## src/hdl/icache_pkg.sv

```systemverilog
package icache_pkg;

	// Address split is tag | index | offset
	localparam int addr_w         = 26;
	localparam int tag_w          = 15;
	localparam int index_w        = 5;
	localparam int offset_w       = 6;

	localparam int word_w         = 32;
	localparam int line_w         = 512;
	localparam int words_per_line = 16;
	localparam int num_ways       = 2;
	localparam int ram_depth      = 64;	// Sets times ways

	typedef logic [addr_w-1:0]   addr_t;	// Byte address
	typedef logic [tag_w-1:0]    tag_t;
	typedef logic [index_w-1:0]  index_t;
	typedef logic [offset_w-1:0] offset_t;
	typedef logic [word_w-1:0]   word_t;
	typedef logic [line_w-1:0]   line_t;
	typedef logic                way_t;	// Two ways, one bit
	typedef logic [index_w:0]    ram_addr_t;	// {index, way}
	typedef logic [addr_w-3:0]   wb_adr_t;	// Word address toward memory

	typedef struct packed {
		logic  valid;
		addr_t addr;
	} fetch_req_t;

	typedef struct packed {
		logic  valid;
		word_t data;
	} fetch_rsp_t;

	typedef struct packed {
		logic    cyc;
		logic    stb;
		logic    we;	// Reads only
		wb_adr_t adr;
	} wb_m2s_t;

	typedef struct packed {
		logic  ack;
		word_t dat;
	} wb_s2m_t;

	// LOOKUP is the hit response cycle, RESPOND the miss response cycle
	typedef enum logic [2:0] {IDLE, LOOKUP, FILL, REFILL, RESPOND} ctrl_state_t;

endpackage

```

## src/hdl/icache_ctrl.sv

```systemverilog
`timescale 1ns/1ps

module icache_ctrl import icache_pkg::*; (
	input  logic       clk,
	input  logic       nrst,
	input  fetch_req_t req,
	output logic       fetch_ready,
	output logic       rsp_valid,
	input  logic       invalidate_req,
	input  logic       hit,
	input  way_t       hit_way,
	input  way_t       victim_way,
	output index_t     lookup_index,
	output tag_t       lookup_tag,
	output logic       tag_we,
	output way_t       fill_way,
	output logic       touch,
	output logic       invalidate,
	output ram_addr_t  ram_addr,
	output offset_t    offset,
	output logic       refill,
	output line_t      fill_line,
	output wb_m2s_t    wb_m,
	input  wb_s2m_t    wb_s
);

	ctrl_state_t state_q;
	ctrl_state_t state_d;

	addr_t miss_addr_q;	// Address of the outstanding miss
	way_t  fill_way_q;	// Victim chosen at miss time
	line_t fill_buf_q;	// Line assembled from memory words
	logic [$clog2(words_per_line)-1:0] word_cnt_q;	// Words acked so far

	tag_t    req_tag;
	index_t  req_index;
	offset_t req_offset;
	tag_t    miss_tag;
	index_t  miss_index;
	offset_t miss_offset;

	logic can_accept;	// State that takes a new request
	logic accept;	// Request handshake this cycle
	logic filling;	// Miss in progress, latched address drives the arrays
	logic last_ack;	// Final word of the line acked

	// Address fields
	assign req_tag     = req.addr[addr_w-1 -: tag_w];
	assign req_index   = req.addr[offset_w +: index_w];
	assign req_offset  = req.addr[offset_w-1:0];
	assign miss_tag    = miss_addr_q[addr_w-1 -: tag_w];
	assign miss_index  = miss_addr_q[offset_w +: index_w];
	assign miss_offset = miss_addr_q[offset_w-1:0];

	assign can_accept = (state_q == IDLE) || (state_q == LOOKUP) || (state_q == RESPOND);
	assign filling    = (state_q == FILL) || (state_q == REFILL);
	assign last_ack   = (state_q == FILL) && wb_s.ack && (&word_cnt_q);

	// Invalidate only from idle, and it blocks the fetch port that cycle
	assign invalidate  = (state_q == IDLE) && invalidate_req;
	assign fetch_ready = can_accept && !invalidate;
	assign accept      = req.valid && fetch_ready;

	// Tag array side
	assign lookup_index = filling ? miss_index : req_index;
	assign lookup_tag   = filling ? miss_tag : req_tag;
	assign touch        = accept && hit;
	assign tag_we       = (state_q == REFILL);
	assign fill_way     = fill_way_q;

	// Data array side, hit read or refill write
	assign ram_addr  = filling ? {miss_index, fill_way_q} : {req_index, hit_way};
	assign offset    = filling ? miss_offset : req_offset;
	assign refill    = (state_q == REFILL);
	assign fill_line = fill_buf_q;

	// Response one cycle after a hit or after the refill write
	assign rsp_valid = (state_q == LOOKUP) || (state_q == RESPOND);

	// Wishbone classic single reads, one per word
	assign wb_m.cyc = (state_q == FILL);
	assign wb_m.stb = (state_q == FILL);
	assign wb_m.we  = 1'b0;
	assign wb_m.adr = {miss_tag, miss_index, word_cnt_q};	// Line base plus word

	always_comb begin
		state_d = state_q;
		case (state_q)
			IDLE, LOOKUP, RESPOND: begin
				if (accept) begin
					state_d = hit ? LOOKUP : FILL;
				end else begin
					state_d = IDLE;
				end
			end
			FILL: begin
				if (last_ack) begin
					state_d = REFILL;	// cyc drops next cycle
				end
			end
			REFILL:  state_d = RESPOND;
			default: state_d = IDLE;
		endcase
	end

	always_ff @(posedge clk) begin
		if (!nrst) begin
			state_q    <= IDLE;
			word_cnt_q <= '0;
		end else begin
			state_q <= state_d;
			if (accept && !hit) begin
				word_cnt_q <= '0;	// New line starts at word 0
			end else if ((state_q == FILL) && wb_s.ack) begin
				word_cnt_q <= word_cnt_q + 1'b1;	// Wraps to 0 after the last word
			end
		end
	end

	// Miss address and victim latched at acceptance
	always_ff @(posedge clk) begin
		if (accept && !hit) begin
			miss_addr_q <= req.addr;
			fill_way_q  <= victim_way;
		end
	end

	// Words shift in from the top, word 0 ends at the bottom
	always_ff @(posedge clk) begin
		if ((state_q == FILL) && wb_s.ack) begin
			fill_buf_q <= {wb_s.dat, fill_buf_q[line_w-1:word_w]};
		end
	end

endmodule

```

## config.mk

```make
export PLATFORM = sky130hd
export DESIGN_NAME = icache_ctrl
export DESIGN_NICKNAME = d
export VERILOG_FILES = /design/src/hdl/icache_pkg.sv /design/src/hdl/icache_ctrl.sv
export SDC_FILE = /design/constraint.sdc
export NUM_CORES = 1
export LEC_CHECK = 0
export BUFFER_PORTS_ARGS = -buffer_cell sky130_fd_sc_hd__buf_2
export CAP_MARGIN = 30
export CORE_AREA = 2 2 248 250
export CTS_CLUSTER_SIZE = 40
export DETAILED_ROUTE_END_ITERATION = 10
export DIE_AREA = 0 0 250 252
export PLACE_DENSITY = 0.55
export SETUP_SLACK_MARGIN = 0.02
export SYNTH_ARGS = -nofsm -noshare
export SYNTH_HDL_FRONTEND = slang
export SYNTH_SLANG_ARGS = --single-unit
```

## constraint.sdc

```tcl
create_clock -name clk -period 17 [get_ports clk]
set_clock_uncertainty 0.15 [all_clocks]
set_input_delay 1.7 -clock clk [delete_from_list [all_inputs] [get_ports clk]]
set_output_delay 1.7 -clock clk [all_outputs]
set_load 0.01 [all_outputs]
```

==> results <==
- The run finished with clean final reports.
- After clock tree synthesis, the repair step resized 0 gates.
- The placeable core area is between 60000 and 70000 sq um.
- The critical path startpoint category is an input port.
- During placement, the flow inserted port buffers numbering ~640.
- The number of buffers created by CTS is between 50 and 60.
- The post-route setup TNS is 0 ps.
- The analysis attributes to cell leakage a power of roughly 8.6 nW.
- The maximum level of the CTS H-tree is 2.
- Cell internal power was estimated by the tool at 2.19 mW.
- The number of antenna violations at the first check in global routing was 0.
- The number of setup buffers added after CTS is 0.
- The mean instance size in the synthesized netlist is about 26 sq um.
- The antenna diode instance count is 0.
- In this run the power spent charging and discharging nets is ~0.55 mW.
- In this run the remaining antenna-violating nets after routing total 0.
- The mean routed wirelength per cell is just over 20 um.
- For this run, the register share of the synthesized area comes to ~95%.
- The initial utilization of the core area, before any placement, comes to between 20 and 30%.
- The hold violation total from the final report is 0.
- The total iterations of the first detailed-routing run is 4.
- The detailed router finished its first iteration with between 600 and 700 violations.
- Max-cap violations in this run came to 0.
- Derived from the worst setup path, the maximum achievable clock frequency is 231 MHz.
- Global routing consumed, on the met2 layer, 21.0% of the routing resources.
- The count of pins over their slew limit is 0.
- The average via count per standard cell is 4.10.
- The total I/O pin count is ~640.
- Wires add up to between 40 and 50 mm.
- Entering global routing, the biggest net connects 165 pins.
- The congestion estimate from routability-driven global placement came to around 0.86.
- The worst slew slack as a fraction of its limit is between 30% and 40%.
- The setup check on the worst reg-to-reg path leaves a slack of between 10000 and 15000 ps.
- The worst setup path is of the in2out kind.
- The utilization after layout is 38.1%.
- The number of nets at the end of the flow is ~1400.
- VDD sags by at most roughly 0.083 mV.
- In this run, flip-flops and latches consume 55.2% of the power.
- The CTS sink count is about 550.
- The total track usage is between 10 and 15%.
- The sum of net half-perimeters after detailed placement is 32.2 mm.
- Compared with the post-synthesis result, the final layout area differs by 33.6%.
- The critical-path maximum fanout is 4.
- The total overflow left after global routing is 0.
- Clock latency on the worst-skew pair, taken at its later pin, is 580 ps.
- The netlist area before placement is 17100 sq um.
- When the netlist entered floorplanning its net count stood at 717.
- In the routed design, unresolved DRC markers number 0.
- The chip height is around 250 um.
- Setup violations remaining at the end of the flow were counted as 0.
- The largest area contributor in the synthesized netlist is sky130_fd_sc_hd__edfxtp_1.
- The layout has about 5600 filler cells.
- Of the post-synthesis cell area, the dominant cell type holds between 90% and 100%.
- The yosys synthesis warning count is 0.
- The die covers about 63000 sq um.
- The root cell of the clock tree is sky130_fd_sc_hd__clkbuf_16.
- The number of cells produced by synthesis is 650.
- The clock input transition at the sequential cells of the worst setup and hold paths is ~60 ps.
- Row generation in the floorplan step produced 90 rows.
- The worst endpoint data arrival time is roughly 2500 ps.
- The clock passes through at most 3 buffers.
- Global routing consumed, on the met1 layer, between 15 and 20% of the routing resources.
- The via count of the first global-routing pass is 8761.
- The worst hold-check path type is reg2reg.
- After clock tree synthesis, the flow added hold-fix buffers numbering 0.
- The worst path needs about 4300 ps of the cycle, external delays included.
- The data required time at the worst endpoint is roughly 15000 ps.
- The register bit count reported by yosys is between 500 and 600.
- The distinct cell type count after synthesis is 24.
- The total power density per cell area is roughly 120 nW/um^2.
- Setup repair after global routing left no endpoint under its margin.
- The post-route netlist has a little under three fifths of its cells at a drive strength greater than 1.
- The global-route wire length before repair is about 59 mm.
- By area the synthesized netlist is led by sky130_fd_sc_hd__edfxtp_1, sky130_fd_sc_hd__mux2_2, sky130_fd_sc_hd__buf_4.
- Per report_power, the clock group accounts for a little over two fifths of the total.
- The clock tree from TritonCTS is yes.
- The capturing element type of the critical path is an output pin.
- The fraction of met3 tracks used by global routing is between 3 and 4%.
- The ratio of final minimum period to clock period is between 20% and 30%.
- The switching share of power is about a fifth.
- The fraction of power consumed by combinational cells is approximately 3.2%.
- The global routing stage identified its most utilized layer as met2.
- At the pin with the least slew margin, the transition time is 950 ps.
- The horizontal die dimension is roughly 250 um.
- The detailed router placed just under 9000 vias in this run.
-- registers in the layout, summed over array words and instances (netlist names) --
name / cells
fill_line: 512
word_cnt_q: 4
state_q: 3
fill_way: 1
miss_addr_q: 26
-- per-layer routing --
layer	share of wire [%]	vias to the layer above	routed length [um]
li1	-	3921	-
met1	41	4461	17700
met2	50	341	21600
met3	6.3	77	2710
met4	3.0	0	1290
met5	0	-	0
-- power groups by stage --
stage	sequential, mW	combinational, mW	clock, mW
after CTS	1.51	0.0869	1.18
after global placement	1.54	0.0854	0
after detailed placement	1.54	0.0869	0
after global routing	1.52	0.0922	1.23
after floorplan	1.57	0.0297	0
final	1.51	0.0865	1.14
-- cells in the final DEF (no fill, tap or decap), types with 2 or more instances in the layout --
cell type / netlist / routed
sky130_fd_sc_hd__buf_2: 2 / 642
sky130_fd_sc_hd__buf_16: 0 / 3
sky130_fd_sc_hd__clkinvlp_4: 0 / 3
sky130_fd_sc_hd__mux2_2: 27 / 27
sky130_fd_sc_hd__edfxtp_1: 539 / 539
sky130_fd_sc_hd__buf_4: 28 / 3
sky130_fd_sc_hd__nor2_1: 5 / 5
sky130_fd_sc_hd__clkinv_2: 0 / 8
sky130_fd_sc_hd__xnor2_1: 2 / 2
sky130_fd_sc_hd__a21oi_1: 5 / 5
sky130_fd_sc_hd__or3_1: 2 / 2
sky130_fd_sc_hd__clkinv_1: 0 / 11
sky130_fd_sc_hd__clkbuf_1: 0 / 11
sky130_fd_sc_hd__clkbuf_16: 0 / 57
sky130_fd_sc_hd__o21ai_0: 3 / 3
sky130_fd_sc_hd__inv_6: 0 / 2
sky130_fd_sc_hd__nand4_1: 3 / 3
sky130_fd_sc_hd__dfxtp_1: 7 / 7
sky130_fd_sc_hd__inv_1: 8 / 7
sky130_fd_sc_hd__nand2_1: 6 / 6
sky130_fd_sc_hd__bufinv_16: 0 / 3
-- cells in the mapped netlist --
cell type / count
sky130_fd_sc_hd__edfxtp_1: 539
sky130_fd_sc_hd__buf_4: 28
sky130_fd_sc_hd__mux2_2: 27
sky130_fd_sc_hd__inv_1: 8
sky130_fd_sc_hd__dfxtp_1: 7
sky130_fd_sc_hd__nand2_1: 6
sky130_fd_sc_hd__a21oi_1: 5
sky130_fd_sc_hd__nor2_1: 5
sky130_fd_sc_hd__buf_6: 3
sky130_fd_sc_hd__nand4_1: 3
sky130_fd_sc_hd__o21ai_0: 3
sky130_fd_sc_hd__buf_2: 2
sky130_fd_sc_hd__or3_1: 2
sky130_fd_sc_hd__xnor2_1: 2
sky130_fd_sc_hd__a41o_1: 1
sky130_fd_sc_hd__conb_1: 1
sky130_fd_sc_hd__ha_1: 1
sky130_fd_sc_hd__nand2b_2: 1
sky130_fd_sc_hd__nand3_1: 1
sky130_fd_sc_hd__nand4bb_4: 1
sky130_fd_sc_hd__nor2b_1: 1
sky130_fd_sc_hd__nor3_1: 1
sky130_fd_sc_hd__nor4b_1: 1
sky130_fd_sc_hd__or3b_4: 1
-- stage by stage --
stage	area [sq um]	cells	power [mW]	worst slack (ps)	hold WS, ps
after floorplan	17100	650	1.60	4230	349
after global placement	21100	2045	1.63	12070	275
after detailed placement	21200	2046	1.63	11960	278
after CTS	22800	2142	2.78	12620	284
after global routing	22900	2144	2.83	12620	296
final	22900	2144	2.74	12670	282
-- cell type report --
| class | instances | area, sq um | area share, % |
|---|---|---|---|
| clock buffers | 68 | 1470 | 6.41 |
| flip-flops and latches | 546 | 16300 | 71.3 |
| well taps | 782 | 978 | 4.27 |
| inverters | 8 | 37.5 | 0.164 |
| clock inverters | 28 | 220 | 0.962 |
| multi-input cells | 63 | 533 | 2.33 |
| repair buffers | 649 | 3340 | 14.6 |
-- worst paths after layout --
| kind | startpoint | to | depth (start not counted) |
|---|---|---|---|
| setup / recovery | invalidate_req | fetch_ready | 5 |
| hold / removal | fill_line[395] | fill_line[363] | 0 |
| setup reg to reg | state_q[1] | fill_line[352] | 5 |
| hold reg to reg | fill_line[395] | fill_line[363] | 0 |
-- critical path, cell delays in order --
cell	delay, ps
sky130_fd_sc_hd__buf_2	90
sky130_fd_sc_hd__or3b_4	390
sky130_fd_sc_hd__nand2_1	70
sky130_fd_sc_hd__nor2_1	70
sky130_fd_sc_hd__buf_2	170
-- kinds of logic (layout without fill, tap and decap cells) --
family,after synthesis,count (layout),share of synthesized area [%]
and+or+nand+nor,23,23,0.847
DFF,546,546,95.2
AOI/OAI and AO/OA,9,9,0.292
xor gates and xnor gates,2,2,0.102
buffers and inverters,41,753,1.66
adders and majority gates,1,1,0.0730
muxes,27,27,1.77
other,1,1,0.0219
No activity file was read; power rests on OpenSTA's default activity.
